<file path="config.mk">
export PLATFORM = sky130hd
export DESIGN_NAME = mem_decode_flat
export DESIGN_NICKNAME = d
export VERILOG_FILES = /design/src/source/mem_bus_if.sv /design/src/source/mem_decode.sv /design/src/flat_wrapper.sv
export VERILOG_INCLUDE_DIRS = /design/src /design/src/include
export SDC_FILE = /design/constraint.sdc
export NUM_CORES = 1
export LEC_CHECK = 0
export BUFFER_PORTS_ARGS = -buffer_cell sky130_fd_sc_hd__buf_2
export CAP_MARGIN = 20
export CORE_AREA = 5 5 88 90
export DETAILED_ROUTE_END_ITERATION = 16
export DIE_AREA = 0 0 93 95
export PLACE_DENSITY_LB_ADDON = 0.1
export SLEW_MARGIN = 15
export SYNTH_ARGS = -nofsm -noshare
export SYNTH_HDL_FRONTEND = slang
export SYNTH_SLANG_ARGS = --single-unit
</file>
<file path="constraint.sdc">
create_clock -name vclk -period 3.9
set_input_delay 0.39 -clock vclk [all_inputs]
set_output_delay 0.39 -clock vclk [all_outputs]
set_load 0.02 [all_outputs]
</file>
<file path="src/include/mem_defines.svh">
// memory subsystem parameters
// address width, ram size, peripheral location and response delay
`ifndef MEM_DEFINES_SVH
`define MEM_DEFINES_SVH

// bus address width in bits
`define MEM_ADDR_W 32

// ram depth in 32-bit words, byte limit is four times this
`define RAM_WORDS 512

// word address of the peripheral data register
`define MMIO_ADDR 923920

// cycles from peripheral request to done, at least 1
`define MMIO_WAIT 5

`endif

</file>
<file path="src/source/mem_bus_if.sv">
// memory bus between the handler and the address decoder
// level request held until a one-cycle done strobe
`timescale 1ns/100ps
`include "mem_defines.svh"

interface mem_bus_if;

    // request side, held until done
    logic                   read_req;
    logic                   write_req;
    logic [`MEM_ADDR_W-1:0] addr;
    logic [31:0]            wdata;

    // completion side, rdata valid with done
    logic [31:0]            rdata;
    logic                   done;

    // handler end
    modport master (
        output read_req,
        output write_req,
        output addr,
        output wdata,
        input  rdata,
        input  done
    );

    // decoder end
    modport slave (
        input  read_req,
        input  write_req,
        input  addr,
        input  wdata,
        output rdata,
        output done
    );

endinterface

</file>
<file path="src/source/mem_decode.sv">
// address decoder for the memory bus
// steers each request to the ram, the peripheral register or unmapped
// space and returns the matching data and done
`timescale 1ns/100ps
`include "mem_defines.svh"

module mem_decode (
    input  logic        clk,
    input  logic        nrst,
    mem_bus_if.slave    bus,
    output logic        ram_sel,
    output logic        mmio_sel,
    output logic        wr,
    output logic [31:0] addr,
    output logic [31:0] wdata,
    input  logic [31:0] ram_rdata,
    input  logic [31:0] mmio_rdata,
    input  logic        ram_done,
    input  logic        mmio_done
);

    // first byte address past the ram
    localparam logic [31:0] RAM_LIMIT = 32'(`RAM_WORDS * 4);

    logic req;
    logic is_ram;
    logic is_mmio;

    assign req     = bus.read_req | bus.write_req;
    assign is_ram  = (bus.addr < RAM_LIMIT);
    assign is_mmio = (bus.addr == 32'(`MMIO_ADDR));

    // select drops on the done cycle, no second access
    assign ram_sel  = req & is_ram & ~ram_done;
    assign mmio_sel = req & is_mmio & ~mmio_done;

    assign wr    = bus.write_req;
    assign addr  = bus.addr;
    assign wdata = bus.wdata;

    // return path
    always_comb begin
        if (is_ram) begin
            bus.rdata = ram_rdata;
            bus.done  = ram_done;
        end else if (is_mmio) begin
            bus.rdata = mmio_rdata;
            bus.done  = mmio_done;
        end else begin
            // unmapped, reads zero and finishes at once
            bus.rdata = '0;
            bus.done  = req;
        end
    end

    // targets only answer an open request
    a_done_req : assert property (@(posedge clk) disable iff (!nrst)
        bus.done |-> req);

endmodule

</file>
<file path="src/flat_wrapper.sv">
// flat-port wrapper written by rule: the top's interface ports become plain ports
module mem_decode_flat 
  (clk, nrst, ram_sel, mmio_sel, wr, addr, wdata, ram_rdata, mmio_rdata, ram_done, mmio_done, bus_read_req, bus_write_req, bus_addr, bus_wdata, bus_rdata, bus_done);
  mem_bus_if bus_i ();
  input  logic clk;
  input  logic nrst;
  output logic ram_sel;
  output logic mmio_sel;
  output logic wr;
  output logic [31:0] addr;
  output logic [31:0] wdata;
  input  logic [31:0] ram_rdata;
  input  logic [31:0] mmio_rdata;
  input  logic ram_done;
  input  logic mmio_done;
  input wire logic [$bits(bus_i.read_req)-1:0] bus_read_req;
  input wire logic [$bits(bus_i.write_req)-1:0] bus_write_req;
  input wire logic [$bits(bus_i.addr)-1:0] bus_addr;
  input wire logic [$bits(bus_i.wdata)-1:0] bus_wdata;
  output wire logic [$bits(bus_i.rdata)-1:0] bus_rdata;
  output wire logic [$bits(bus_i.done)-1:0] bus_done;
  assign bus_i.read_req = bus_read_req;
  assign bus_i.write_req = bus_write_req;
  assign bus_i.addr = bus_addr;
  assign bus_i.wdata = bus_wdata;
  assign bus_rdata = bus_i.rdata;
  assign bus_done = bus_i.done;
  mem_decode u_core (.clk(clk), .nrst(nrst), .bus(bus_i), .ram_sel(ram_sel), .mmio_sel(mmio_sel), .wr(wr), .addr(addr), .wdata(wdata), .ram_rdata(ram_rdata), .mmio_rdata(mmio_rdata), .ram_done(ram_done), .mmio_done(mmio_done));
endmodule
</file>
Word level (Yosys, flattened, before mapping)
Index checks and enable logic that the tools add are counted.
{"block": "classes", "order_cmp": 1, "eq_ne": 1, "muxes": 4, "bitwise": 7}
{"op": "32-bit two-way mux", "count": 2}
{"op": "32-bit by 20-bit equality test with 1-bit output, second input constant", "count": 1}
{"op": "32-bit by 12-bit < comparator with 1-bit output, second input constant", "count": 1}
{"op": "1-bit AND", "count": 4}
{"op": "1-bit two-way mux", "count": 2}
{"op": "1-bit NOT", "count": 2}
{"op": "1-bit OR", "count": 1}
{"block": "totals", "ff_bits": 0, "input_bits": 134, "out_inout_bits": 100, "wordCells": 13}

Logic depth before layout (Yosys ltp)
Gate-level depths: netlist of run 1.
{"block": "logic_depth", "depth_word": 3, "mapped_depth": 5, "mapped_depth_nobuf": 4}

Least setup slack after synthesis of run 1
OpenSTA, ideal clock, no wires.
{"block": "synth_path", "path_type": "input to output", "start": "input port bus_addr[2]", "end": "output port bus_rdata[10]", "t_arrival_ns": 1.967, "required_time_ns": 3.510, "setup_slack_ns": 1.543, "path_stages": 5, "n_path_buf": 1, "cell_sequence": "or4b_4 > nor4_4 > buf_6 > a22oi_1 > nor2_1"}
{"block": "synth_between", "elab_chain_len": 3, "word_cells_on_any_way": 4, "cone_classes": "1 x order compare; 1 x eq/ne; 2 x mux"}
{"element": "start: declaration", "line_no": "flat_wrapper.sv:18", "text": "input wire logic [$bits(bus_i.addr)-1:0] bus_addr;"}
{"element": "branches (longest 2 deep; another with 32-bit by 12-bit < comparator with 1-bit output)"}
{"element": "32-bit two-way mux *", "line_no": "mem_decode.sv:43", "text": "if (is_ram) begin"}
{"element": "end: declaration", "line_no": "flat_wrapper.sv:20", "text": "output wire logic [$bits(bus_i.rdata)-1:0] bus_rdata;"}
Mark *: on every way between the ends.

Worst setup path in the final report of run 1
{"block": "layout_path", "start": "input port bus_addr[2]", "end": "output port bus_rdata[30]"}
The elaborated chain is that of the path after synthesis.

==> flow_summary.toml, run 1 <==
[routing]
drc = 0
wl_met2_um = 2426
drt-total-wl_um = 4784
drt_pre_antenna_iters = 4
top_layer_used = "met4"
wl_met3_um = 609
drtIter0Drc = 40
wl_per_cell_um = 14.15
vias = 1462
avgViaCountPerCell = 4.325
wl_met1_um = 1684
antenna_left = 0

[sta]
fin_crit_sh_pct = 67.38
finalMaxSlewViolations = 0
fmaxAchievable_mhz = 380.5
finalHoldViolations = 0
rsz0062_at_grt = "false"
relSlewSlack_pct = 70.43
setup_violations = 0
setup_tns_ns = 0
period_minus_slack_ns = 2.628
worstMarginPinSlew_ns = 0.4436

[pwr]
pwr-share-clk_pct = 0
p_seq_share_pct = 0
combPwrFrac_pct = 100.0
power_switching_mw = 0.05526
cellPowerDensity_nw_per_um2 = 68.52
ir_worst_vdd_mv = 0.02880
power.total_mw = 0.1076
leakage_nw = 0.8095
switching_share_pct = 51.36
internal-power_mw = 0.05233

[placement]
dpl.hpwl_um = 3994
place.gp.congestion = 0.6427
port-buffer-count = 168

[floorplanning]
core_um2 = 6982
fp.dieW_um = 93
start_util_pct = 16.63
die_area_um2 = 8835
num_io_pins = 234
fp-row-count = 31
die_h_um = 95

[clock_network]
post-cts-setup-buffer-count = 0
post_cts_resized = 0
postCtsHoldBufs = 0

[setup_path]
path_buf_inv = 3
crit_path_end_kind = "primary output"
cp-start-kind = "primary input"
crit_type = "primary input to primary output"
endpoint = "bus_rdata[30]"
crit_family = "simple AND/OR/NAND/NOR gates"
crit_path_frequent_cell = "buf_2"
critPathRequiredTime_ns = 3.51
crit_arrival_ns = 2.24
worstPathMaxFanout = 35
critical_path_cell_count = 7
slowest_stage = "or4b_4"
crit_chain = "buf_2 > or4b_4 > nor4_4 > buf_4 > a22oi_1 > nor2_1 > buf_2"
critPathLaunch = "bus_addr[2]"
max_stage_delay_ns = 0.54

[global_routing]
grt_max_degree = 37
antenna_found_initial = 0
grt_pass1_wl_um = 6900
grt-ovfl-total = 0
first_global_vias = 1478
grtUsageTotal_pct = 9.384

[yosys]
synth_cells = 159
synth_fp_nets = 293
yosysWarnings = 0
yosys.cell_types.count = 24
ys_seq_area_share_pct = 0
syn_area_um2 = 1161
syn_area_per_cell_um2 = 7.303

[outcome]
status = "finished clean"

[finish]
nClkBuffers = 0
num-nets-final = 392
num_antenna_cells = 0
seq_area_um2 = 0
final_core_utilization_pct = 22.49
synthToLayoutAreaGrowth_pct = 35.24
seq_cell_count = 0
final_layout_size_suffix_gt1_share_pct = 76.56

[min_path]
hold_path.class = "primary input to primary output"

[job]
drv_cap = 0
[layer usage]
| layer | up-vias | track usage, % |
|---|---|---|
| met4 | 0 | 1.465 |
| met3 | 14 | 2.072 |
| li1 | 693 | - |
| met5 | - | 0 |
| met1 | 641 | 9.943 |
| met2 | 114 | 19.02 |
[cells by family after synthesis]
group	count (synthesis)	synth area share, %
buf+inv	75	48.49
simple gates	49	24.68
compound gates	35	26.83
[Yosys cell counts (2+ instances only)]
master | instances | area (um^2)
a22oi_1 | 22 | 165.2
or4b_4 | 2 | 27.53
clkbuf_1 | 3 | 11.26
nor4_1 | 4 | 25.02
nor2_1 | 24 | 90.09
buf_4 | 66 | 495.5
buf_6 | 3 | 33.78
a22oi_2 | 10 | 125.1
nor2_2 | 10 | 62.56
[placed cells by master, fill, tap and decap left out, drive strengths merged]
cell type and n:
nand2 1, a22oi 32, a2bb2oi 1, buf 171, nor2 34, nor3 2
nand4bb 1, or4b 2, nor3b 1, nand4b 1, or4 1, nor4 5
nand4 1, inv 1, o21bai 1, a21oi 1
[per-stage QoR]
| step | cell area [um^2] | worst slack, ns | hold WS, ns | std cells |
|---|---|---|---|---|
| finish | 1570 | 1.272 | 0.7800 | 338 |
| global route | 1570 | 1.165 | 0.7800 | 338 |
| CTS | 1570 | 1.251 | 0.7801 | 338 |
| detailed placement | 1570 | 1.251 | 0.7801 | 338 |
| global placement | 1570 | 1.213 | 0.7801 | 338 |
| floorplan | 1161 | 1.543 | 0.8926 | 159 |
[area by class of cell]
class	count	area (um^2)
well taps	82	102.6
multi-input cells	84	600.6
fillers	809	5411
repair buffers	171	863.3
inverters	1	3.754
[power by group through the flow]
stage	registers, mW	clock network [mW]	logic [mW]
floorplan	0	0	0.108
global placement	0	0	0.109
detailed placement	0	0	0.109
CTS	0	0	0.109
global route	0	0	0.117
finish	0	0	0.108
[worst min-delay path by stage]
stage	startpoint	endpoint	slack [ns]	cells past startpoint
after CTS	bus_wdata[26]	wdata[26]	0.78	0
after floorplan	bus_addr[0]	addr[0]	0.89	1
after global routing	bus_wdata[29]	wdata[29]	0.78	0
after global placement	bus_wdata[26]	wdata[26]	0.78	0
after detailed placement	bus_wdata[26]	wdata[26]	0.78	0
final	bus_wdata[29]	wdata[29]	0.78	0
(Power assumes the default switching activity.)
==> inputs of run 2 (changes only) <==
CORE_AREA = 5 5 89 91   (was 5 5 88 90)
DIE_AREA = 0 0 94 96   (was 0 0 93 95)
clock period = 2.68 ns   (was 3.9 ns; I/O delays follow)
==> run 2 against run 1 <==
Net effect:
- hold slack lost 0.24 ns
- worst setup slack worse by 0.80 ns
- total power rose by 47%
- flip-flop and latch count unchanged
- sequential share of layout area is the same
- wire length up 1.0%
- critical endpoint is now bus_rdata[3]
- largest power group unchanged
==> flow_summary.toml, run 2 (synthesized netlist as in run 1, its figures left out) <==
[global_routing]
grtUsageTotal_pct = 9.073
grt-ovfl-total = 0
antenna_found_initial = 0
grt_use_met3_pct = 2.971
grt_max_degree = 37
busiest_layer = "met2"
grt_use_met2_pct = 17.92
first_global_vias = 1426
grt_use_met1_pct = 9.730
grt_pass1_wl_um = 6893

[routing]
vias = 1434
drtIter0Drc = 13
wl_per_cell_um = 13.61
drt-total-wl_um = 4833
drc = 0
drt_pre_antenna_iters = 4
avgViaCountPerCell = 4.039
antenna_left = 0

[outcome]
status = "finished clean"

[sta]
fmaxAchievable_mhz = 452.1
rsz0062_at_grt = "false"
fin_crit_sh_pct = 82.53
finalMaxSlewViolations = 0
finalHoldViolations = 0
relSlewSlack_pct = 71.34
setup_tns_ns = 0
period_minus_slack_ns = 2.212
worstMarginPinSlew_ns = 0.4299
setup_violations = 0

[floorplanning]
core_um2 = 7059
fp.dieW_um = 94
num_io_pins = 234
fp-row-count = 31
die_h_um = 96
start_util_pct = 16.45
die_area_um2 = 9024

[finish]
seq_cell_count = 0
synthToLayoutAreaGrowth_pct = 39.66
nFillCells = 829
num_antenna_cells = 0
layout_commonest_cell = "buf_2"
final_cell_mix = "buf_2 (168), nor2_1 (23), a22oi_1 (22)"
final_layout_size_suffix_gt1_share_pct = 76.56
seq_area_um2 = 0
multi_input_area_um2 = 605.6
nClkBuffers = 0
num-nets-final = 392

[placement]
place.gp.congestion = 0.6823
dpl.hpwl_um = 4193
port-buffer-count = 168

[pwr]
switching_share_pct = 51.28
leakage_nw = 0.8153
combPwrFrac_pct = 100.0
ir_worst_vdd_mv = 0.03455
power_switching_mw = 0.08089
internal-power_mw = 0.07687
p_seq_share_pct = 0
cellPowerDensity_nw_per_um2 = 97.29
power.total_mw = 0.1578
pwr-share-clk_pct = 0

[setup_path]
crit_path_end_kind = "primary output"
crit_type = "primary input to primary output"
cp-start-kind = "primary input"
worstPathMaxFanout = 35
crit_arrival_ns = 1.94
critPathRequiredTime_ns = 2.41

[clock_network]
post_cts_resized = 0
post-cts-setup-buffer-count = 0
postCtsHoldBufs = 0

[job]
drv_cap = 0

[min_path]
hold_path.class = "primary input to primary output"
[run 2: cell counts in the layout (fill, tap and decap cells not counted)]
Identical to the previous run, type by type.
[run 2: worst max-delay path, cell delays in order]
cell and delay [ns]:
buf_2 0.10, or4b_4 0.54, nor4_4 0.33, buf_12 0.26, a22oi_1 0.11, nor2_1 0.14, buf_2 0.19
[run 2: area by class of cell]
type | count | area share [%]
Inverter | 1 | 0.2315
Multi-Input combinational cell | 84 | 37.35
Tap cell | 99 | 7.639
Timing Repair Buffer | 171 | 54.78
[run 2: final timing paths]
check	cells after the start	start	slack [ns]	end
worst max-delay path	7	bus_addr[2]	0.47	bus_rdata[3]
worst min-delay path	0	bus_wdata[22]	0.54	wdata[22]
[run 2: per-layer routing]
metal / part of all wire [%] / wire length (um) / vias to the layer above
met4: 0.27 / 13 / 0
met1: 35 / 1680 / 632
met3: 13 / 605 / 6
met5: 0 / 0 / -
met2: 52 / 2534 / 102
li1: - / - / 694
[run 2: stage by stage]
| step | cell area, um^2 | cells | worst slack, ns | hold WS, ns | util (%) |
|---|---|---|---|---|---|
| 2_1_floorplan | 1161 | 159 | 0.5666 | 0.6486 | - |
| 3_3_place_gp | 1622 | 355 | 0.4335 | 0.5361 | 22.97 |
| 3_5_place_dp | 1622 | 355 | 0.4455 | 0.5361 | 22.97 |
| 4_1_cts | 1622 | 355 | 0.4449 | 0.5361 | 22.97 |
| 5_1_grt | 1622 | 355 | 0.3630 | 0.5360 | 22.97 |
| 6_report | 1622 | 355 | 0.4682 | 0.5360 | 22.97 |
[run 2: power groups by stage]
stage                     clock, mW  combinational (mW)  sequential, mW
after floorplan                   0               0.157               0
after global placement            0               0.159               0
after detailed placement          0               0.159               0
after CTS                         0               0.160               0
after global routing              0               0.172               0
final                             0               0.158               0
