--- src/include/mem_defines.svh ---
// memory subsystem parameters
// address width, ram size, peripheral location and response delay
`ifndef MEM_DEFINES_SVH
`define MEM_DEFINES_SVH

// bus address width in bits
`define MEM_ADDR_W 32

// ram depth in 32-bit words, byte limit is four times this
`define RAM_WORDS 512

// word address of the peripheral data register
`define MMIO_ADDR 923920

// cycles from peripheral request to done, at least 1
`define MMIO_WAIT 5

`endif

--- src/source/mem_pkg.sv ---
// memory subsystem types
// access size codes from func3 and the two views of a data word
package mem_pkg;

    // func3 encodings for loads and stores
    // unlisted codes fall back to a full word
    typedef enum logic [2:0] {
        SZ_B  = 3'd0,
        SZ_H  = 3'd1,
        SZ_W  = 3'd2,
        SZ_BU = 3'd4,
        SZ_HU = 3'd5
    } access_size_t;

    // one 32-bit word seen as bytes or as halves
    // index 0 is the low byte or low half
    typedef union packed {
        logic [3:0][7:0]  bytes;
        logic [1:0][15:0] halves;
    } data_word_u;

endpackage

--- src/source/mem_bus_if.sv ---
// memory bus between the handler and the address decoder
// level request held until a one-cycle done strobe
`timescale 1ns/100ps
`include "mem_defines.svh"

interface mem_bus_if;

    // request side, held until done
    logic                   read_req;
    logic                   write_req;
    logic [`MEM_ADDR_W-1:0] addr;
    logic [31:0]            wdata;

    // completion side, rdata valid with done
    logic [31:0]            rdata;
    logic                   done;

    // handler end
    modport master (
        output read_req,
        output write_req,
        output addr,
        output wdata,
        input  rdata,
        input  done
    );

    // decoder end
    modport slave (
        input  read_req,
        input  write_req,
        input  addr,
        input  wdata,
        output rdata,
        output done
    );

endinterface

--- src/source/ls_format.sv ---
// load and store data formatting by access size
// stores are narrowed with zero fill, loads are sign or zero extended
`timescale 1ns/100ps

module ls_format (
    input  mem_pkg::access_size_t func3,
    input  logic [31:0]           store_src,
    input  logic [31:0]           load_src,
    output logic [31:0]           store_word,
    output logic [31:0]           load_word
);
    import mem_pkg::*;

    data_word_u ld;

    // same load word, read through both views below
    assign ld = load_src;

    // store narrowing
    always_comb begin
        case (func3)
            // sb, low byte only
            SZ_B: store_word = {24'b0, store_src[7:0]};
            // sh, low half only
            SZ_H: store_word = {16'b0, store_src[15:0]};
            // sw and anything else
            default: store_word = store_src;
        endcase
    end

    // load extension
    always_comb begin
        case (func3)
            // lb, sign from bit 7
            SZ_B: begin
                load_word = {{24{ld.bytes[0][7]}}, ld.bytes[0]};
            end
            // lh, sign from bit 15
            SZ_H: begin
                load_word = {{16{ld.halves[0][15]}}, ld.halves[0]};
            end
            // lbu
            SZ_BU: begin
                load_word = {24'b0, ld.bytes[0]};
            end
            // lhu
            SZ_HU: begin
                load_word = {16'b0, ld.halves[0]};
            end
            // lw, plus the unused codes
            default: begin
                load_word = ld;
            end
        endcase
    end

endmodule

--- src/source/mem_handler.sv ---
// memory handler for the single-cycle core
// fetches the instruction at pc, then runs the load or store,
// then pulses counter_on so the core moves to the next instruction
`timescale 1ns/100ps

module mem_handler (
    input  logic                  clk,
    input  logic                  nrst,
    input  logic [31:0]           pc,
    input  logic [31:0]           mem_address,
    input  logic [31:0]           store_data,
    input  logic                  read,
    input  logic                  write,
    input  mem_pkg::access_size_t func3,
    mem_bus_if.master             bus,
    output logic [31:0]           instruction,
    output logic [31:0]           load_data,
    output logic                  counter_on
);

    typedef enum logic [2:0] {
        INC,
        FETCH,
        FWAIT,
        LORS,
        LWAIT,
        REGOP
    } state_t;

    state_t      state;

    // request levels
    logic        rd_q;
    logic        wr_q;

    // request payload
    logic [31:0] addr_q;
    logic [31:0] wdata_q;

    // formatted data from ls_format
    logic [31:0] store_word;
    logic [31:0] load_word;

    ls_format u_fmt (
        .func3      (func3),
        .store_src  (store_data),
        .load_src   (bus.rdata),
        .store_word (store_word),
        .load_word  (load_word)
    );

    assign bus.read_req  = rd_q;
    assign bus.write_req = wr_q;
    assign bus.addr      = addr_q;
    assign bus.wdata     = wdata_q;

    // one cycle per instruction, high straight out of reset
    assign counter_on = (state == INC);

    // sequencer and request levels
    always_ff @(posedge clk, negedge nrst) begin
        if (!nrst) begin
            state       <= INC;
            rd_q        <= 1'b0;
            wr_q        <= 1'b0;
            instruction <= '0;
            load_data   <= '0;
        end else begin
            case (state)
                INC: begin
                    state <= FETCH;
                end
                // start the instruction read
                FETCH: begin
                    rd_q  <= 1'b1;
                    state <= FWAIT;
                end
                FWAIT: begin
                    if (bus.done) begin
                        rd_q        <= 1'b0;
                        instruction <= bus.rdata;
                        state       <= LORS;
                    end
                end
                // write wins if both are set
                LORS: begin
                    if (write) begin
                        wr_q  <= 1'b1;
                        state <= LWAIT;
                    end else if (read) begin
                        rd_q  <= 1'b1;
                        state <= LWAIT;
                    end else begin
                        state <= INC;
                    end
                end
                LWAIT: begin
                    if (bus.done) begin
                        if (rd_q) begin
                            rd_q      <= 1'b0;
                            load_data <= load_word;
                            state     <= REGOP;
                        end else begin
                            wr_q  <= 1'b0;
                            state <= INC;
                        end
                    end
                end
                // register write-back slot for loads
                REGOP: begin
                    state <= INC;
                end
                default: begin
                    state <= INC;
                end
            endcase
        end
    end

    // address and store word, captured when a request starts
    always_ff @(posedge clk) begin
        if (state == FETCH) begin
            addr_q <= pc;
        end else if (state == LORS && (read || write)) begin
            addr_q  <= mem_address;
            wdata_q <= store_word;
        end
    end

    // a single access kind at a time on the bus
    a_one_req : assert property (@(posedge clk) disable iff (!nrst)
        !(bus.read_req && bus.write_req));

    // an open request keeps its level and address until the decoder answers
    a_req_hold : assert property (@(posedge clk) disable iff (!nrst)
        ((bus.read_req || bus.write_req) && !bus.done)
        |=> ((bus.read_req || bus.write_req) && $stable(bus.addr)));

endmodule

--- src/flat_wrapper.sv ---
// flat-port wrapper written by rule: the top's interface ports become plain ports
module mem_handler_flat 
  (clk, nrst, pc, mem_address, store_data, read, write, func3, instruction, load_data, counter_on, bus_read_req, bus_write_req, bus_addr, bus_wdata, bus_rdata, bus_done);
  mem_bus_if bus_i ();
  input  logic clk;
  input  logic nrst;
  input  logic [31:0] pc;
  input  logic [31:0] mem_address;
  input  logic [31:0] store_data;
  input  logic read;
  input  logic write;
  input  mem_pkg::access_size_t func3;
  output logic [31:0] instruction;
  output logic [31:0] load_data;
  output logic counter_on;
  output wire logic [$bits(bus_i.read_req)-1:0] bus_read_req;
  output wire logic [$bits(bus_i.write_req)-1:0] bus_write_req;
  output wire logic [$bits(bus_i.addr)-1:0] bus_addr;
  output wire logic [$bits(bus_i.wdata)-1:0] bus_wdata;
  input wire logic [$bits(bus_i.rdata)-1:0] bus_rdata;
  input wire logic [$bits(bus_i.done)-1:0] bus_done;
  assign bus_read_req = bus_i.read_req;
  assign bus_write_req = bus_i.write_req;
  assign bus_addr = bus_i.addr;
  assign bus_wdata = bus_i.wdata;
  assign bus_i.rdata = bus_rdata;
  assign bus_i.done = bus_done;
  mem_handler u_core (.clk(clk), .nrst(nrst), .pc(pc), .mem_address(mem_address), .store_data(store_data), .read(read), .write(write), .func3(func3), .bus(bus_i), .instruction(instruction), .load_data(load_data), .counter_on(counter_on));
endmodule
--- config.mk ---
export PLATFORM = sky130hd
export DESIGN_NAME = mem_handler_flat
export DESIGN_NICKNAME = d
export VERILOG_FILES = /design/src/source/mem_pkg.sv /design/src/source/mem_bus_if.sv /design/src/source/ls_format.sv /design/src/source/mem_handler.sv /design/src/flat_wrapper.sv
export VERILOG_INCLUDE_DIRS = /design/src /design/src/include
export SDC_FILE = /design/constraint.sdc
export NUM_CORES = 1
export LEC_CHECK = 0
export BUFFER_PORTS_ARGS = -buffer_cell sky130_fd_sc_hd__buf_4
export CORE_ASPECT_RATIO = 0.75
export CORE_MARGIN = 8
export CORE_UTILIZATION = 49
export DETAILED_ROUTE_END_ITERATION = 6
export MAX_ROUTING_LAYER = met4
export PLACE_DENSITY_LB_ADDON = 0.25
export SLEW_MARGIN = 30
export SYNTH_ARGS = -nofsm -noshare
export SYNTH_HDL_FRONTEND = slang
export SYNTH_SLANG_ARGS = --single-unit
--- constraint.sdc ---
create_clock -name clk -period 5.29 [get_ports clk]
set_input_delay 0.2645 -clock clk [delete_from_list [all_inputs] [get_ports clk]]
set_output_delay 0.2645 -clock clk [all_outputs]
set_load 0.02 [all_outputs]
Word-level counts from Yosys, hierarchy flattened
Cells that the tools add are included.
{ "classes": {"addsub": 0, "multipliers": 0, "div": 0, "order_cmp": 0, "eq_ne": 14, "shift": 0, "mux": 18, "bitwise_logic": 1, "n_reduce_logical": 14} }
{ "op_table": {"columns": ["op", "n"], "rows": [
  ["32-bit one-hot mux with 4 select lines", 1],
  ["32-bit 2-to-1 mux", 2],
  ["32-bit one-hot mux with 2 select lines", 1],
  ["3-bit 2-to-1 mux", 5],
  ["3-bit one-hot mux with 5 select lines", 1],
  ["2-bit inequality test, second input constant", 6],
  ["3-bit equality test, second input constant", 3],
  ["4-bit AND reduction", 2],
  ["3-bit by 1-bit equality test with 1-bit output, second input constant", 2],
  ["3-bit by 2-bit equality test with 1-bit output, second input constant", 2],
  ["3-bit logical NOT", 2],
  ["1-bit 2-to-1 mux", 6],
  ["2-bit AND reduction", 3],
  ["2-bit nonzero test", 2],
  ["1-bit one-hot mux with 3 select lines", 1],
  ["3-bit AND reduction", 1],
  ["3-bit nonzero test", 1],
  ["2-bit by 1-bit inequality test with 1-bit output, second input constant", 1],
  ["1-bit one-hot mux with 2 select lines", 1],
  ["2-bit OR reduction", 1],
  ["1-bit logical AND", 1],
  ["1-bit logical OR", 1],
  ["1-bit inverter", 1]
]} }
{ "totals": {"regBits": 133, "latchBits": 0, "ramBits": 0, "rom_bits": 0, "in_bits": 136, "elab_cells": 54, "memories": 0} }

Logic depth before layout (Yosys ltp)
{ "depth": {"word_depth": 4, "ltp_mapped": 7, "ltp_nobuf": 3} }

Modules after synthesis
Synthesis repeated with hierarchy kept, for this count alone.
{ "unflattened": {"hier_cells": 369, "area_unflattened_um2": 5753.0} }
{ "by_module_without_submodules": {"columns": ["mod", "n_inst", "cells_each", "area_per_inst_um2", "seq_area_each_um2"], "rows": [
  ["mem_handler", 1, 268, 5163.7, 3648.5],
  ["ls_format", 1, 101, 589.3, 0.0]
]} }

Worst setup path after synthesis
OpenSTA, ideal clock, no wires.
{ "synth_path": {"path_kind": "flip-flop to flip-flop", "startpoint": "register u_core.state[2]", "endpoint": "register u_core.wdata_q[0] (netlist: u_core.bus.wdata[0]), enable pin", "arrival_time_ns": 3.092, "required_ns": 4.819, "slack_ns": 1.727, "stages_incl_launch_ff": 4, "period_less_slack_ns": 3.563, "cell_sequence": "dfrtp_1 -> buf_6 -> nand2b_1 -> nor3b_1"} }
{ "synth_via": {"elab_chain_cells": 3, "elab_cells_between_ends": 5, "cone_classes": "2 x eq/ne; 1 x bitwise; 2 x reduce/logical"} }
{ "synth_rtl": {"columns": ["item", "line", "rtl"], "rows": [
  ["start, declared", "mem_handler.sv:30", "state_t state;"],
  ["start signal, assigned", "mem_handler.sv:63", "state <= INC;"],
  ["start signal, assigned", "mem_handler.sv:71", "state <= FETCH;"],
  ["start signal, assigned", "mem_handler.sv:76", "state <= FWAIT;"],
  ["3-bit by 2-bit equality test with 1-bit output / 3-bit by 1-bit equality test with 1-bit output (equally long branches)", "mem_handler.sv:124, mem_handler.sv:122", null],
  ["1-bit logical AND / 1-bit inverter (equally long branches)", null, null],
  ["2-bit AND reduction (no line) (*)", null, null],
  ["end signal, assigned", "mem_handler.sv:126", "wdata_q <= store_word;"],
  ["end, declared", "mem_handler.sv:38", "logic [31:0] wdata_q;"]
]} }
Mark *: on every way between the ends. The rest lies on a longest branch, timed or not.
A chain may end at the register's enable or synchronous reset.

Worst setup path after layout
{ "layout_path": {"startpoint": "register u_core.state[0]", "endpoint": "register u_core.load_data[1]"} }
{ "layout_via": {"elab_chain_cells": 2} }
{ "layout_rtl": {"columns": ["item", "line", "rtl"], "rows": [
  ["3-bit equality test", "mem_handler.sv:69", "case (state)"],
  ["3-bit AND reduction (no line)", null, null],
  ["end signal, assigned", "mem_handler.sv:101", "load_data <= load_word;"],
  ["end, declared", "mem_handler.sv:17", "output logic [31:0] load_data,"]
]} }
Every way passes these cells.

==> flow_summary.ini <==
[floorplan]
die_area_um2 = 14600
die_w_um = 137
die_h_um = 107
row_count = 33
initial_core_util_pct = 49.7
core-area_um2 = 10800
ioPinCount = 267

[yosys]
synth.top_cells.by_count = 69 x dfrtp_1, 67 x mux2_2, 64 x edfxtp_1, 28 x a21oi_1, 25 x a31oi_1
synth_cell_types = 27
netlist_area_um2 = 5360
ys_warn_count = 0
yosysTopAreaCell = edfxtp_1
synthFlopType = dfrtp_1
yosysTopAreaCellShare_pct = 35.9
synth_cells = 358
syn_nets = 494
synthTopCellsByArea = edfxtp_1 36%, dfrtp_1 32%, mux2_2 14%, a31oi_1 2.9%, a21oi_1 2.6%
synth_edf_count = 64
syn_avg_cell_area_um2 = 15.0
async_flop_share_pct = 51.9
ys_seq_area_share_pct = 68.1
synth-seq-cells = 133
synth_most_common_cell = dfrtp_1

[clock_network]
clock_tree.buffer_depth = 2
ctsHoldBuffers = 1
ctsResizeCount = 0
cts.htree.levels = 4
numClockSinks = 133
cts_tree = yes
cts_buffers = 17
clkLatencyLatePin_ns = 0.41
cts_root_buffer = clkbuf_16
post-cts-setup-buffers = 0
clk_pin_slew_worst_paths_ns = 0.06

[drt]
via_per_inst = 5.11
vias = 3972
ant_nets = 0
drc_errors = 0
drt_iter0_drc = 228
routedWlPerCell_um = 20.6
drt-pass1-iter-count = 4
finalWirelength_mm = 16.0

[sta]
holdWs_ns = 0.0327
fmaxAchievable_mhz = 397
rsz0062_at_grt = no
drv_slew = 0
setup_viol = 0
slew_headroom_pct = 35.1
hold_viol = 0
period_minus_slack_ns = 2.52
finClkSkew_ns = 0.00905
min_period_over_period_pct = 47.7
worst_pin_slew_ns = 0.974
setup_tns_ns = 0

[run]
drv_cap = 0

[pwr]
ir_drop_uv = 412
power.leakage_nw = 3.62
power_density_nw_per_um2 = 632

[critical_path]
worstSetupStartpointType = register
r2r_start = u_core.state[0]
reg2reg_slack_ns = 2.77
crit_type = register to register
r2r-end = u_core.load_data[1]
critPathCaptureType = register
reg2regPathDepth = 3
required_ns = 5.58
arrival_ns = 2.81
crit_fanout = 32

[status]
status = finished clean

[grt]
grt.total_usage_pct = 21.8
grt_max_degree = 70
gr-total-overflow = 0
grt_pass1_wl_mm = 23.3
antenna_found_initial = 1
grt_pass1_vias = 4339

[placed_design]
dpl_cell_area_um2 = 7430
gp_congestion = 0.769
hpwlAfterDp_mm = 11.9
io_buffers = 266
placed_cells = 742

[worst_hold_path]
min_path_cells = 1
whs_endpoint = u_core.bus.wdata[4]
hold_path_startpoint = store_data[4]
worstHoldPathType = input port to register

[final_layout]
nets = 759
nFillCells = 728
area_growth_pct = 51.2
design_area_um2 = 8100
drive_gt1_share_pct = 59.7
final_cells = 777
## state kept, by name, summed over array words and instances (netlist names)
name / cells
u_core.state: 3
u_core.bus.wdata: 32
u_core.bus.addr: 32
u_core.bus.read_req: 1
u_core.load_data: 32
u_core.bus.write_req: 1
u_core.instruction: 32
## how the worst max path moves through the flow
stage                    start                   to  slack (ns)  depth (start not counted)
2_1_floorplan  u_core.state[2]  u_core.bus.wdata[0]        1.73                          3
3_3_place_gp   u_core.state[0]  u_core.load_data[0]        2.87                          3
3_5_place_dp   u_core.state[0]  u_core.load_data[1]        2.80                          3
4_1_cts        u_core.state[0]  u_core.load_data[1]        2.79                          3
5_1_grt        u_core.state[0]  u_core.load_data[1]        2.65                          3
6_report       u_core.state[0]  u_core.load_data[1]        2.77                          3
## power breakdown
| part | leakage (nW) | switching, mW | internal [mW] |
|---|---|---|---|
| clock | 0.298 | 0.450 | 0.794 |
| combinational | 1.88 | 1.10 | 0.944 |
| sequential | 1.44 | 0.252 | 1.58 |
| total | 3.62 | 1.81 | 3.32 |
## cell families after synthesis
logic type,Yosys count,share of synthesized area (%)
compound gates,65,6.82
buf+inv,26,2.82
mux,73,15.8
simple gates,60,6.37
flops,133,68.1
xor+xnor,1,0.163
## cells in the final DEF (no fill, tap or decap), types with 2 or more instances in the layout
| cell type | count |
|---|---|
| nor2b_1 | 19 |
| mux2_2 | 67 |
| and2b_1 | 7 |
| o21ai_0 | 8 |
| clkinvlp_4 | 3 |
| a21o_1 | 2 |
| bufinv_16 | 4 |
| edfxtp_1 | 64 |
| nor2_1 | 3 |
| inv_6 | 3 |
| clkbuf_16 | 17 |
| dfrtp_1 | 69 |
| a21oi_1 | 27 |
| nand2b_1 | 2 |
| nand2_1 | 19 |
| nor3_1 | 3 |
| nor2_2 | 2 |
| a31oi_1 | 25 |
| buf_4 | 269 |
| clkinv_4 | 3 |
| mux2_4 | 6 |
## per-stage QoR
stage	util, %	total power [mW]	setup slack, ns
3_5_place_dp	69.0	3.89	2.80
6_report	75.2	5.12	2.77
3_3_place_gp	69.0	3.82	2.87
4_1_cts	74.9	5.15	2.79
2_1_floorplan	-	2.95	1.73
5_1_grt	75.2	5.36	2.65
## metal layers
metal  global-route usage [%]  routed length (µm)  part of all wire [%]  vias to the layer above
met5                        -                   0                     0                        -
met4                     8.97                 407                   2.5                        0
met3                     9.07                1630                    10                       27
met2                     36.2                8180                    51                      190
met1                     22.6                5760                    36                     1905
li1                         -                   -                     -                     1850
## final cells by class
cell class / instances / area (µm²) / area share, %
Sequential cell: 133 / 3650 / 45.0
Clock buffer: 18 / 429 / 5.30
Inverter: 1 / 3.75 / 0.0463
Tap cell: 140 / 175 / 2.16
Multi-Input combinational cell: 199 / 1590 / 19.6
Antenna cell: 1 / 2.50 / 0.0309
Timing Repair Buffer: 271 / 2060 / 25.4
Clock inverter: 14 / 200 / 2.47
## worst max-delay path, cell delays in order (launching register included)
cell      delay, ns
dfrtp_1        0.52
and4bb_1       0.95
and2_4         0.55
mux2_2         0.38
Power figures use the tool's default switching activity.
