==> src/include/mem_defines.svh <==
// memory subsystem parameters
// address width, ram size, peripheral location and response delay
`ifndef MEM_DEFINES_SVH
`define MEM_DEFINES_SVH

// bus address width in bits
`define MEM_ADDR_W 32

// ram depth in 32-bit words, byte limit is four times this
`define RAM_WORDS 512

// word address of the peripheral data register
`define MMIO_ADDR 923920

// cycles from peripheral request to done, at least 1
`define MMIO_WAIT 5

`endif

==> src/source/mmio_reg.sv <==
// peripheral data register standing in for the i2c device
// counts down a fixed delay before it answers a read or write
`timescale 1ns/100ps
`include "mem_defines.svh"

module mmio_reg (
    input  logic        clk,
    input  logic        nrst,
    input  logic        sel,
    input  logic        wr,
    input  logic [31:0] addr,
    input  logic [31:0] wdata,
    output logic [31:0] rdata,
    output logic        done
);

    localparam int CNT_W = $clog2(`MMIO_WAIT + 1);

    logic             active;
    logic [CNT_W-1:0] cnt;
    logic [31:0]      data_q;
    logic             hit;
    logic             fire;

    // new access, only when idle and at our address
    assign hit  = sel && (addr == 32'(`MMIO_ADDR)) && !active;
    // countdown expired
    assign fire = active && (cnt == '0);

    assign done  = fire;
    assign rdata = data_q;

    always_ff @(posedge clk, negedge nrst) begin
        if (!nrst) begin
            active <= 1'b0;
            cnt    <= '0;
            data_q <= '0;
        end else if (hit) begin
            // done lands MMIO_WAIT cycles after this one
            active <= 1'b1;
            cnt    <= CNT_W'(`MMIO_WAIT - 1);
        end else if (fire) begin
            active <= 1'b0;
            // write takes effect with done
            if (wr) begin
                data_q <= wdata;
            end
        end else if (active) begin
            cnt <= cnt - 1'b1;
        end
    end

endmodule

==> config.mk <==
export PLATFORM = sky130hd
export DESIGN_NAME = mmio_reg
export DESIGN_NICKNAME = d
export VERILOG_FILES = /design/src/source/mmio_reg.sv
export VERILOG_INCLUDE_DIRS = /design/src /design/src/include
export SDC_FILE = /design/constraint.sdc
export NUM_CORES = 1
export LEC_CHECK = 0
export BUFFER_PORTS_ARGS = -buffer_cell sky130_fd_sc_hd__buf_2
export CORE_UTILIZATION = 30
export CTS_CLUSTER_DIAMETER = 150
export CTS_CLUSTER_SIZE = 16
export DETAILED_ROUTE_END_ITERATION = 7
export PLACE_DENSITY_LB_ADDON = 0.1
export SYNTH_ARGS = -nofsm -noshare
export SYNTH_HDL_FRONTEND = slang
export SYNTH_SLANG_ARGS = --single-unit
==> constraint.sdc <==
create_clock -name clk -period 1.85 [get_ports clk]
set_input_delay 0.37 -clock clk [delete_from_list [all_inputs] [get_ports clk]]
set_output_delay 0.37 -clock clk [all_outputs]
set_load 0.005 [all_outputs]
# == After elaboration in Yosys (flattened, before gate mapping) ==
# Cells that the tools add are included.
# classes
addsub,1
bitwise_logic,1
mux,5
n_eq_ne,2
reduce_logical,9
# ops
cell,count
32-bit by 20-bit == test with 1-bit output (second input constant),1
3-bit 2-to-1 mux,3
2-bit nonzero test,2
1-bit logical AND,3
3-bit logical NOT,1
3-bit AND reduction,1
3-bit by 1-bit subtractor with 3-bit output (second input constant),1
1-bit 2-to-1 mux,2
2-bit by 1-bit inequality test with 1-bit output (second input constant),1
2-bit AND reduction,1
1-bit logical NOT,1
1-bit NOT,1
# word_totals
regBits,36
word_cells,21
input_bits,68
output_inout_bits,33

# == Longest topological paths before layout ==
# Gate-level depths: netlist of the first run.
# logic_depth
depth_word,5
depth_mapped,7
depth_no_buf,6

# == Worst setup path before layout of the first run ==
# No wires, ideal clock.
# synth_timing
path_kind,register to register
startpoint,register cnt[0]
endpoint,"register data_q[0], in the netlist rdata[0]"
n_path_buf,1
required_ns,1.725
setup_time_ns,0.125
setup_slack_ns,0.113
period_less_slack_ns,1.737
path_stages_with_launch,8
t_arrival_ns,1.613
path_cell_list,dfrtp_1 inv_1 ha_1 or2b_2 nor2_1 nand2_1 buf_2 mux2_2
# synth_via
elab_chain_cells,3
# synth_lines
element,line,rtl
from (decl),mmio_reg.sv:20,logic [CNT_W-1:0] cnt;
from (signal assigned),mmio_reg.sv:41,cnt <= CNT_W'(`MMIO_WAIT - 1);
from (signal assigned),mmio_reg.sv:49,cnt <= cnt - 1'b1;
3-bit logical NOT,mmio_reg.sv:28,assign fire = active && (cnt == '0);
1-bit logical AND,mmio_reg.sv:28,
via done,mmio_reg.sv:14,output logic done
3-bit AND reduction (no line),--,
to (signal assigned),mmio_reg.sv:46,data_q <= wdata;
to (decl),mmio_reg.sv:21,logic [31:0] data_q;
# The timed path passes the listed nets, and every way through them passes these cells.
# A chain may end at the register's enable or synchronous reset.

# == Final worst setup path of the first run ==
# layout_timing
startpoint,register cnt[0]
endpoint,output done
# layout_via
elab_chain_cells,2
# layout_lines
element,line
3-bit logical NOT,mmio_reg.sv:28
1-bit logical AND,mmio_reg.sv:28
to (decl),mmio_reg.sv:14
# No other way between the ends.

==> impl_summary.md, run 1 <==
Run status
The flow ran to the end, and the final reports show no timing, DRC or antenna violations.

Timing
The slew at the pin closest to its max-slew limit is 0.772 ns. The max-slew violation total from the final report was 0. Setup repair after global routing left no endpoint under its margin. The share of the clock period used by the worst path is 95.1%. The clock arrives with 0.00449 ns of skew.

The maximum frequency from static timing analysis is 568 MHz. The worst slew slack as a fraction of its limit is 48.6%. Setup violations remaining at the end of the flow were counted as 0.

The post-route minimum period is 1.76 ns. The number of endpoints with negative hold slack in the final report is 0.

Final layout
The number of nets in the layout is 276. The final cell utilization of the core is 45.3%. From synthesis to final layout, the design area changed by 45.3%.

The final non-filler cell total is 273. The number of antenna repair diodes is 0. The share of post-route cells with drive strength above 1 is 69.9%.

Floorplan
The floorplan step set the die height to 72.3 um. The floorplan die area is 0.00523 sq mm. Once the floorplan was initialized, standard cells occupied 31.2% of the core.

The I/O pin count is 101. The floorplan core area is 0.00475 sq mm. The die is 72.3 um wide. The number of standard-cell rows in the floorplan is 25.

Clock tree
Counting every sink on the clock net gives 36. The source-to-sink clock delay at the later pin of the worst-skew pair is 0.27 ns. In this run, CTS created clock tree buffers numbering 5. The clock tree from TritonCTS is done.

The root buffer cell is clkbuf_8. The number of H-tree levels is 2. The number of buffers inserted to repair setup after CTS is 0. The clock passes through at most 2 buffers. Clock-pin slew was measured on the worst setup and hold paths at 0.07 ns.

Setup path
Data on the critical path is required at its endpoint by 1.48 ns. The setup slack of the worst register-to-register path is 0.16 ns. The type of element launching the critical path is a flop. The critical path buffer and inverter count is 2. The reg-to-reg critical path endpoint is rdata[12]$_DFFE_PN0P_. For the worst flop-to-flop path, the logic depth is 7. The worst register-to-register path begins at cnt[0]$_DFFE_PN0P_. The element type at the critical path end is a primary output. The signal on the critical path passes through inv_1 -> ha_1 -> or2b_4 -> nor2_2 -> buf_2. The largest single stage delay on the critical path is 0.38 ns.

The maximum fanout along the worst path is 4. For the worst setup path, the data arrival time is 1.39 ns. The classification of the worst setup path is flop to primary output.

Broken down by cell family, the worst path's largest delay share belongs to flip-flops. The slowest stage of the critical path is the dfrtp_1 cell.

Yosys
In this run the biggest area consumer among cell types represents 60.8% of the synthesized area. The fraction of the mapped netlist area in simple logic gates is 9.37%. When the netlist entered floorplanning its net count stood at 171. The xor/xnor share of the synthesized area is 0.591%. The number of unique standard cell types used by synthesis is 19.

The Yosys step of the flow raised 0 warnings. dfrtp_1 is the most common cell in the netlist. The synthesized netlist devotes 1.69% of its cell area to adder and majority cells. The top flip-flop cell by instance count after synthesis is dfrtp_1.

The most area-hungry cell type in the Yosys netlist is dfrtp_1. In this run, synthesis produced a sequential element count of 36. Dividing the synthesized area by the synthesized cell count gives 14.7 sq um. By area the synthesized netlist is led by dfrtp_1, mux2_2, nor4b_1, ha_1, or2b_2.

In this run, synthesis inferred 0 flip-flops with an integrated enable. Multiplexer cells account for 24.3% of the synthesized area. Synthesis produced 101 cells. For this run, asynchronously set or reset flops after synthesis account for 100%. After synthesis, the largest family of logic cells by area is multiplexers. The area of the mapped netlist is 0.00148 sq mm. Summing the areas of all compound-gate instances in the mapped netlist gives 1.52% of the synthesized area. After synthesis, the most frequently instantiated cells are dfrtp_1, mux2_2, nand2_1, nor4b_1. After synthesis, flip-flops and latches occupy 60.8% of the total area.

Global routing
In the global route stage, met1 resource usage came out at 12.7%. The number of global-route vias before repair was 1,201. Entering global routing, the biggest net connects 37 pins. The wire length of the first global-routing pass is 4860 um.

The number of antenna violations at the first check in global routing came to 0. After global routing the overflow that remains totals 0. The most crowded layer after global routing is met2. Across every metal layer, demand over resource in global routing totals 12.1%.

The global-route track usage on met2 is 22.8%. In the global route stage, met3 resource usage came out at 3.19%.

Pwr
The power density normalized to cell area is 697 mW/mm^2. Across the VDD grid, the largest voltage drop is 0.330 mV. The leakage power of the design is 1.19 nW.

Placed design
After legalization and detailed placement, the total HPWL measured 2330 um. The count of input and output buffers is 100. The placer congestion estimate is 0.706.

The number of placed instances, taps included, is 266.

Drt
The routed length per placed instance is 10.9 um. The detailed router placed 1,200 vias in this run. The first-pass iteration count of the detailed router is 4.

The total DRC errors in the routed layout is 0. Wires add up to 2980 um. The starting DRC count in detailed routing is 59. The via-per-instance ratio is 4.40. The detail route stage leaves a number of antenna-violating nets equal to 0.

Min path
The class of the tightest hold or removal check is primary input to asynchronous set/reset pin.

Job
Max-cap violations in this run came to 0.
==> flip-flops by register name (all words and copies together) (netlist names) <==
register  cells
cnt           3
active        1
rdata        32
==> timing repair <==
action                                  4_1_cts  5_1_grt
endpoints found under the setup margin        1        1
hold buffers                                  0        0
resized for setup                             1        1
==> final cells by class <==
| cell class | count | area, sq um |
|---|---|---|
| Fill cell | 459 | 2600 |
| Inverter | 3 | 11.3 |
| Sequential cell | 36 | 901 |
| Clock inverter | 1 | 5.00 |
| Tap cell | 67 | 83.8 |
| Timing Repair Buffer | 101 | 520 |
| Multi-Input combinational cell | 59 | 561 |
| Clock buffer | 6 | 72.6 |
==> power by group <==
part | total [W] | leakage (nW) | switching, W | internal, W
Sequential | 0.000838 | 0.468 | 0.0000153 | 0.000823
Clock | 0.000505 | 0.0410 | 0.000249 | 0.000256
Combinational | 0.000160 | 0.681 | 0.0000578 | 0.000102
Total | 0.00150 | 1.19 | 0.000322 | 0.00118
==> how the worst max path moves through the flow <==
stage	start	endpoint	slack, ns	cells after the start
after floorplan	cnt[0]$_DFFE_PN0P_	rdata[0]$_DFFE_PN0P_	0.11	7
after global placement	addr[10]	cnt[1]$_DFFE_PN0P_	-0.003	4
after detailed placement	addr[10]	cnt[1]$_DFFE_PN0P_	-0.02	4
after CTS	cnt[0]$_DFFE_PN0P_	done	0.005	5
after global routing	cnt[0]$_DFFE_PN0P_	done	0.01	5
final	cnt[0]$_DFFE_PN0P_	done	0.09	5
==> stage by stage <==
step	setup slack (ns)	power (W)	TNS [ns]	hold slack [ns]	cell area, sq um
2_1_floorplan	0.113	0.000894	0	0.0744	1480
3_3_place_gp	-0.00276	0.00101	-0.00276	0.482	2070
3_5_place_dp	-0.0154	0.00102	-0.0210	0.487	2070
4_1_cts	0.00537	0.00153	0	0.201	2150
5_1_grt	0.0140	0.00158	0	0.238	2150
6_report	0.0910	0.00150	0	0.166	2150
==> routing by layer <==
metal	vias to the layer above	share of wire (%)
li1	568	-
met3	2	8.1
met4	0	0.44
met2	68	51
met1	562	41
met5	-	0
==> kinds of logic after synthesis <==
logic type,count (synthesis)
DFF,36
AOI/OAI and AO/OA,3
and+or+nand+nor,21
adders and majority gates,2
xor gates and xnor gates,1
buffers and inverters,6
muxes,32
==> cell usage in the layout, fill, tap and decap left out, types with 2 or more instances in the layout <==
| cell type | instances |
|---|---|
| dfrtp_1 | 36 |
| clkbuf_8 | 5 |
| mux2_2 | 32 |
| nor4b_1 | 4 |
| nand2_1 | 4 |
| buf_2 | 100 |
| nand3_1 | 2 |
| nor2_1 | 2 |
| nor4_1 | 2 |
| ha_1 | 2 |
| inv_1 | 3 |
Note: power is estimated with default switching activity, not from simulation.
==> run 2: changes to the inputs <==
- ABC_AREA: not set -> 1
- CELL_PAD_IN_SITES_DETAIL_PLACEMENT: not set -> 1
- CELL_PAD_IN_SITES_GLOBAL_PLACEMENT: not set -> 1
- CORE_UTILIZATION: 30 -> 29
==> run 2 against run 1 <==
Die area grew 15%. Largest cell class unchanged. Cell area increased by 6.6%. Power rose by 2.2%. Worst setup slack improved by 0.073 ns. Global-route usage is 4.1 points higher. Highest routed layer unchanged. Clock-buffer cell count is the same. Worst hold slack lost 0.042 ns. Clock skew fell by 0.00080 ns. Critical path type unchanged. Utilization fell by 3.6 points. Sequential share of layout area fell by 2.6 points.
==> impl_summary.md, run 2 <==
Run status
The flow ran to the end, and the final reports show no timing, DRC or antenna violations.

Drt
The routed metal-1 wirelength is 1870 um (+54%). The first-pass iteration count of the detailed router is 4 (unchanged). The total DRC errors in the routed layout is 0 (unchanged). The amount of wire on met3 after detailed routing is 246 um (+1.7%). The routed length per placed instance is 11.5 um (+5.3%). The total length of routed met2 wires was 2200 um (+46%). The top layer used by detailed routing is met4. The via-per-instance ratio is 4.43 (+0.78%). The final routed wirelength across all metal layers is 4360 um (+46%). The total via count after detailed routing is 1,679 (+40%). The number of routed nets with antenna violations is 0 (unchanged). The starting DRC count in detailed routing was 33 (-44%).

Global routing
The number of global-route vias before repair was 1,739 (+45%). The total global routing track utilization is 16.2% (+4.1 points). The wire length of the first global-routing pass is 7720 um (+59%).

The number of antenna violations at the first check in global routing is 0 (unchanged). The final global-route overflow total was 0 (unchanged). The pin count of the biggest net entering global routing came to 37 (unchanged).

Min path
The class of the tightest hold or removal check is primary input to asynchronous set/reset pin.

Yosys
The most frequently used cell type in the post-synthesis netlist is nand2_1. The number of unique standard cell types used by synthesis is 15 (-4). The area of the mapped netlist is 0.00165 sq mm (+11%). The synthesized area per cell is 8.09 sq um (-45%). The net count after synthesis is 274 (+60%). The most used flip-flop cell after synthesis is dfrtp_1. Counting instances in the post-synthesis netlist gives the leading cell types as nand2_1, nand3_1, dfrtp_1. Sorting the synthesized cells by area gives the leading types as dfrtp_1, nand2_1, nand3_1, inv_1, nor2_1. The number of instances in the synthesized netlist is 204 (+100%). The number of synthesized flops with an enable pin was 0 (unchanged). The top cell type's share of synthesized area is 54.6% (-6.2 points). The share of synthesized area occupied by flip-flops and latches is 54.6% (-6.2 points). The number of register bits inferred by synthesis is 36 (unchanged). The fraction of synthesis flops using an asynchronous set or reset pin is 100% (unchanged). The most area-hungry cell type in the Yosys netlist is dfrtp_1.

The yosys synthesis warning count is 0 (unchanged).

Timing
The maximum frequency from static timing analysis is 593 MHz (+4.3%). The number of endpoints with negative hold slack in the final report is 0 (unchanged). The share of the clock period used by the worst path was 91.1% (-3.9 points). The number of setup violations in the final report is 0 (unchanged). The final clock skew came to 0.00369 ns (-0.000801 ns). The max-slew violation total from the final report is 0 (unchanged). The total negative slack is 0 ns (unchanged). The post-route minimum period is 1.69 ns (-0.0730 ns).

The minimum hold slack is 0.124 ns (-0.0420 ns). The worst slew slack as a fraction of its limit is 68.7% (+20 points). Setup repair after global routing left no endpoint under its margin. The slew at the pin closest to its max-slew limit is 0.470 ns (-0.302 ns). The final worst setup slack is 0.164 ns (+0.0730 ns).

Setup path
The maximum fanout along the worst path is 4 (unchanged). The largest stage delay on the critical path came to 0.38 ns (about the same). The critical path buffer and inverter count came to 3 (+1). The cell family contributing the most delay on the critical path is flip-flops. STA classifies the critical path startpoint as a flop. The element type at the critical path end is a primary output. The most numerous cell type found on the critical path is inv_1.

The data required time of the critical path is 1.48 ns (about the same). The classification of the worst setup path is flop to primary output. The critical path goes through inv_1 -> ha_1 -> inv_1 -> nor3_4 -> buf_2. The cell type of the slowest stage on the worst timing path is dfrtp_1. The endpoint arrival time on the critical path is 1.32 ns (-0.07 ns).

Final layout
The growth of design area from synthesis to finish is 39.2%. The number of antenna repair diodes came to 0 (unchanged). The library cell used most frequently in the layout, excluding fill and tap cells, is buf_2. The final design area excluding fillers is 0.00230 sq mm (+6.6%).

The flip-flop count of the largest register, all copies and words added was 32 (unchanged). The number of nets in the layout was 377 (+37%). The total of fill cells in the finished design is 751 (+64%). Leaving out fill and tap cells, the most frequent cells in the layout are buf_2, nand2_1, nand3_1. The share of post-route cells with drive strength above 1 is 37.5% (-32 points).

Pwr
The leakage power of the design is 1.40 nW (+17%). The relative contribution of sequential cells to total power is 54.8% (-1.0 points). The net load switching power came to 0.000362 W (+12%).

The proportion of total power due to net switching is 23.6% (+2.1 points). The clock power share came to 33.3% (-0.3 points). The total internal power was 0.00117 W (-0.56%). The part of the total power dissipated in combinational logic is 11.9% (+1.3 points). The peak supply drop was 0.359 mV (+8.5%). The power density normalized to cell area was 668 mW/mm^2 (-4.2%).

Clock tree
The clock buffer count from CTS came to 5 (unchanged). The post-cts gate resize count is 0 (-1). The clock tree from TritonCTS is done. In this run the clock root is driven by a clkbuf_8. The count of hold buffers inserted by post-cts repair is 0 (unchanged). The number of buffers inserted to repair setup after CTS is 0 (unchanged). The largest buffer count on any clock path is 2 (unchanged).

The total number of clock tree sinks was 36 (unchanged). The clock transition time at the flip-flop clock pins of the worst setup and hold paths came to 0.07 ns (about the same). The number of H-tree levels is 2 (unchanged). The source-to-sink clock delay at the later pin of the worst-skew pair is 0.27 ns (about the same).

Placed design
The count of input and output buffers is 100 (unchanged). The post-detailed-placement cell area was 0.00222 sq mm (+7.1%). The placer congestion estimate is 0.724 (+2.6%). The HPWL after detailed placement is 3390 um (+45%). The worst setup timing slack at the placement stage was 0.416 ns (+0.432 ns).

Floorplan
The floorplan core area is 0.00551 sq mm (+16%). The floorplan die area is 0.00600 sq mm (+15%). The die height was 77.4 um (+7.1%). The die width came to 77.4 um (+7.1%).

The initial standard-cell utilization of the core is 30.0% (-1.2 points). The I/O pin count is 101 (unchanged). The number of standard-cell rows in the floorplan was 27 (+8.0%).

Job
The max-cap check violation count is 0 (unchanged).
-- run 2: changes by cell type in the layout (fill, tap and decap cells not counted), moves of 6 or more --
cell / delta
nand2_1: +77
nand3_1: +35
mux2_2: -32
inv_1: +14
nor2_1: +14
buf_4: +6
-- run 2: worst paths after layout --
kind	start	depth (start not counted)	to	slack, ns
min in group clk	wdata[8]	3	rdata[8]$_DFFE_PN0P_	0.33
setup / recovery	cnt[0]$_DFFE_PN0P_	5	done	0.16
hold / removal	nrst	2	rdata[31]$_DFFE_PN0P_	0.12
max in group asynchronous	nrst	2	active$_DFFE_PN0P_	1.38
setup reg to reg	cnt[0]$_DFFE_PN0P_	8	cnt[1]$_DFFE_PN0P_	0.43
hold reg to reg	rdata[5]$_DFFE_PN0P_	2	rdata[5]$_DFFE_PN0P_	0.47
-- run 2: final cells by class --
type                    instances  area, sq um  area share (%)
well taps                      72         90.1            3.92
clock inverters                 1         5.00           0.218
multi-input cells             141          619            27.0
inverters                      17         63.8            2.78
flip-flops and latches         36          901            39.2
clock buffers                   6         72.6            3.16
repair buffers                106          546            23.7
-- run 2: cells by family (layout without fill, tap and decap cells) --
| family | count (synthesis) | in the layout | share of synthesized area [%] |
|---|---|---|---|
| flops | 36 | 36 | 54.6 |
| simple gates | 138 | 138 | 35.5 |
| fa+ha+maj | 2 | 2 | 1.52 |
| xor+xnor | 1 | 1 | 0.531 |
| buf+inv | 27 | 130 | 7.88 |
-- run 2: per-layer routing --
layer / vias up / GRT usage [%]
met4: 0 / 5.09
met5: - / 0
met3: 4 / 3.53
li1: 834 / -
met1: 784 / 19.0
met2: 57 / 29.1
-- run 2: power groups by stage --
stage | combinational, W | clock, W | sequential, W
floorplan | 0.0000497 | 0 | 0.000859
global placement | 0.000184 | 0 | 0.000856
detailed placement | 0.000188 | 0 | 0.000855
CTS | 0.000188 | 0.000542 | 0.000841
global route | 0.000211 | 0.000580 | 0.000845
finish | 0.000182 | 0.000512 | 0.000841
-- run 2: through the flow --
| step | utilization, % | power, W | std cells |
|---|---|---|---|
| after global placement | 40.3 | 0.00104 | 372 |
| after CTS | 41.7 | 0.00157 | 379 |
| after global routing | 41.7 | 0.00164 | 379 |
| after detailed placement | 40.3 | 0.00104 | 372 |
| after floorplan | - | 0.000909 | 204 |
| final | 41.7 | 0.00154 | 379 |
-- run 2: worst reg2reg max path, stage by stage, from the launching register on --
cell and delay [ns]:
dfrtp_1 0.34, inv_1 0.07, ha_1 0.19, inv_1 0.11, nor2_1 0.05, nor2_1 0.16, inv_1 0.11, or2_2 0.28
nand2_1 0.07
==> run 3: changes to the inputs <==
- ABC_AREA: 1 -> not set
- CORE_UTILIZATION: 29 -> 30
==> run 3 against run 2 <==
Die area shrank 13%. Cell area fell by 6.1%. Non-clock buffer count shrank 3. Via count is 28% lower. Global-route usage decreased by 2.0 points. Flip-flop and latch count unchanged. Largest cell class unchanged. Clock-buffer cell count unchanged. Worst setup slack worse by 0.067 ns. Utilization increased by 3.7 points.
==> impl_summary.md, run 3 (synthesis results as in run 1) <==
Run status
The flow ran to the end, and the final reports show no timing, DRC or antenna violations.

Setup path
The logic depth of the worst path, buffers included was 5 (unchanged). The worst setup path is launched from a flop. The worst setup path is captured at a primary output. In this design, the largest share of critical-path delay is due to flip-flops. The critical path goes through inv_2 -> ha_1 -> or2b_4 -> nor2_2 -> buf_2. The data required time of the critical path is 1.48 ns (about the same). The critical path buffer and inverter count is 2 (-1).

The endpoint arrival time on the critical path is 1.38 ns (+0.06 ns). The cell type of the slowest stage on the worst timing path is dfrtp_1. The maximum fanout along the worst path is 4 (unchanged).

The number of cells traversed by the worst register-to-register path is 7 (-1). The largest stage delay on the critical path is 0.40 ns (+0.02 ns). The worst setup path is of the flop to primary output kind.

Pwr
The total internal power is 0.00118 W (+0.70%). The part of the total power dissipated in combinational logic is 10.8% (-1.1 points). The power density normalized to cell area was 700 mW/mm^2 (+4.8%). The peak supply drop is 0.289 mV (-19%). The leakage power of the design is 1.19 nW (-15%). The clock power share is 33.7% (+0.4 points). The relative contribution of sequential cells to total power is 55.5% (+0.7 points). The net load switching power was 0.000329 W (-9.1%). The proportion of total power due to net switching is 21.8% (-1.8 points).

Timing
The share of the clock period used by the worst path is 94.7% (+3.6 points). The worst slew slack as a fraction of its limit is 70.0% (+1.3 points). The max-slew violation total from the final report is 0 (unchanged). The final clock skew came to 0.00665 ns (+0.00296 ns). Setup repair after global routing left no endpoint under its margin.

The maximum frequency from static timing analysis is 571 MHz (-3.8%). The post-route minimum period was 1.75 ns (+0.0666 ns). The slew at the pin closest to its max-slew limit is 0.450 ns (-0.0192 ns). The number of endpoints with negative hold slack in the final report is 0 (unchanged). The number of setup violations in the final report was 0 (unchanged).

Placed design
The count of placed standard cells including taps is 268 (-28%). The post-detailed-placement cell area is 0.00207 sq mm (-6.5%). The placer congestion estimate is 0.673 (-7.0%). The HPWL after detailed placement is 2800 um (-17%).

The count of input and output buffers is 100 (unchanged).

Clock tree
The number of H-tree levels is 2 (unchanged). The number of buffers inserted to repair setup after CTS was 0 (unchanged). TritonCTS built the clock tree. The source-to-sink clock delay at the later pin of the worst-skew pair is 0.28 ns (about the same). The total number of clock tree sinks is 36 (unchanged). The root buffer cell is clkbuf_8. The clock transition time at the flip-flop clock pins of the worst setup and hold paths is 0.07 ns (about the same).

The clock buffer count from CTS is 5 (unchanged). The largest buffer count on any clock path is 2 (unchanged).

Global routing
The most crowded layer after global routing is met2. The met3 routing resource usage after global routing is 5.69% (+2.2 points). The pin count of the biggest net entering global routing is 37 (unchanged). The wire length of the first global-routing pass came to 5600 um (-27%). The number of antenna violations at the first check in global routing is 0 (unchanged). The total global routing track utilization is 14.2% (-2.0 points). The global-route track usage on met2 is 25.9% (-3.3 points). The final global-route overflow total came to 0 (unchanged). The met1 usage in global routing was 14.8% (-4.2 points). The number of global-route vias before repair was 1,331 (-23%).

Final layout
The library cell used most frequently in the layout, excluding fill and tap cells, is buf_2. The number of antenna repair diodes came to 0 (unchanged). The growth of design area from synthesis to finish is 45.5%. The multi-input logic area is 561 sq um (-9.5%). In the layout the commonest cells are buf_2, dfrtp_1, mux2_2. The flip-flop count of the largest register, all copies and words added is 32 (unchanged). The share of post-route cells with drive strength above 1 is 70.7% (+33 points). The number of nets in the layout was 278 (-26%). The area occupied by registers is 901 sq um (unchanged). The total of fill cells in the finished design is 554 (-26%). The final design area excluding fillers came to 0.00216 sq mm (-6.1%). The final non-filler cell total is 275 (-27%).

Floorplan
The number of standard-cell rows in the floorplan was 25 (-7.4%). The floorplan core area is 0.00475 sq mm (-14%). The die width is 72.3 um (-6.6%). The I/O pin count is 101 (unchanged). The die height is 72.3 um (-6.6%). The initial standard-cell utilization of the core was 31.2% (+1.2 points).

The floorplan die area is 0.00523 sq mm (-13%).

Drt
The total via count after detailed routing was 1,216 (-28%). The routed length per placed instance is 12.7 um (+9.9%). The final routed wirelength across all metal layers came to 3480 um (-20%). The via-per-instance ratio is 4.42 (-0.19%). The starting DRC count in detailed routing is 21 (-36%).

The first-pass iteration count of the detailed router is 3 (-1). The number of routed nets with antenna violations came to 0 (unchanged). The total DRC errors in the routed layout is 0 (unchanged).

Min path
In this run the worst hold path is classified as primary input to asynchronous set/reset pin.

Job
The max-cap check violation count is 0 (unchanged).
## run 3: area by class of cell
cell class / count / area share [%]
Sequential cell: 36 / 41.8
Multi-Input combinational cell: 59 / 26.0
Timing Repair Buffer: 103 / 24.2
Tap cell: 67 / 3.89
Clock buffer: 6 / 3.36
Inverter: 3 / 0.522
Clock inverter: 1 / 0.232
## run 3: worst reg2reg max path, stage by stage, from the launching register on
cell and delay (ns):
dfrtp_1 0.37, inv_2 0.06, ha_1 0.19, or2b_4 0.22, nor2_2 0.04, nand2_1 0.09
buf_4 0.28, mux2_2 0.38
## run 3: final timing paths
| path | end | slack, ns | start |
|---|---|---|---|
| setup / recovery | done | 0.1 | cnt[0]$_DFFE_PN0P_ |
| max in group asynchronous | rdata[13]$_DFFE_PN0P_ | 1.40 | nrst |
| hold / removal | rdata[14]$_DFFE_PN0P_ | 0.12 | nrst |
| min in group clk | rdata[18]$_DFFE_PN0P_ | 0.32 | wdata[18] |
| hold reg to reg | rdata[25]$_DFFE_PN0P_ | 0.50 | rdata[25]$_DFFE_PN0P_ |
| setup reg to reg | rdata[11]$_DFFE_PN0P_ | 0.11 | cnt[0]$_DFFE_PN0P_ |
## run 3: power by group through the flow
stage | sequential [W] | clock (W) | combinational [W]
floorplan | 0.000857 | 0 | 0.0000372
global placement | 0.000851 | 0 | 0.000162
global route | 0.000843 | 0.000570 | 0.000184
finish | 0.000838 | 0.000508 | 0.000164
detailed placement | 0.000854 | 0 | 0.000169
CTS | 0.000839 | 0.000538 | 0.000169
## run 3: timing repair
item / in CTS / in global routing
hold buffers: 0 / 0
gates resized for setup: 2 / 1
pin swaps: 0 / 0
endpoints found under the setup margin: 14 / 2
## run 3: metal layers
layer,part of all wire (%),up-vias
met3,9.5,2
met2,52,72
met1,38,572
met4,0.49,0
li1,-,570
met5,0,-
## run 3: per-stage QoR
step / utilization, % / total power, W / TNS, ns / setup slack, ns / hold WS [ns]
floorplan: - / 0.000894 / 0 / 0.113 / 0.0744
global placement: 43.6 / 0.00101 / 0 / 0.00525 / 0.428
detailed placement: 43.6 / 0.00102 / -0.124 / -0.0597 / 0.446
CTS: 45.4 / 0.00155 / 0 / 0.0573 / 0.137
global route: 45.4 / 0.00160 / 0 / 0.00584 / 0.149
finish: 45.4 / 0.00151 / 0 / 0.0974 / 0.121
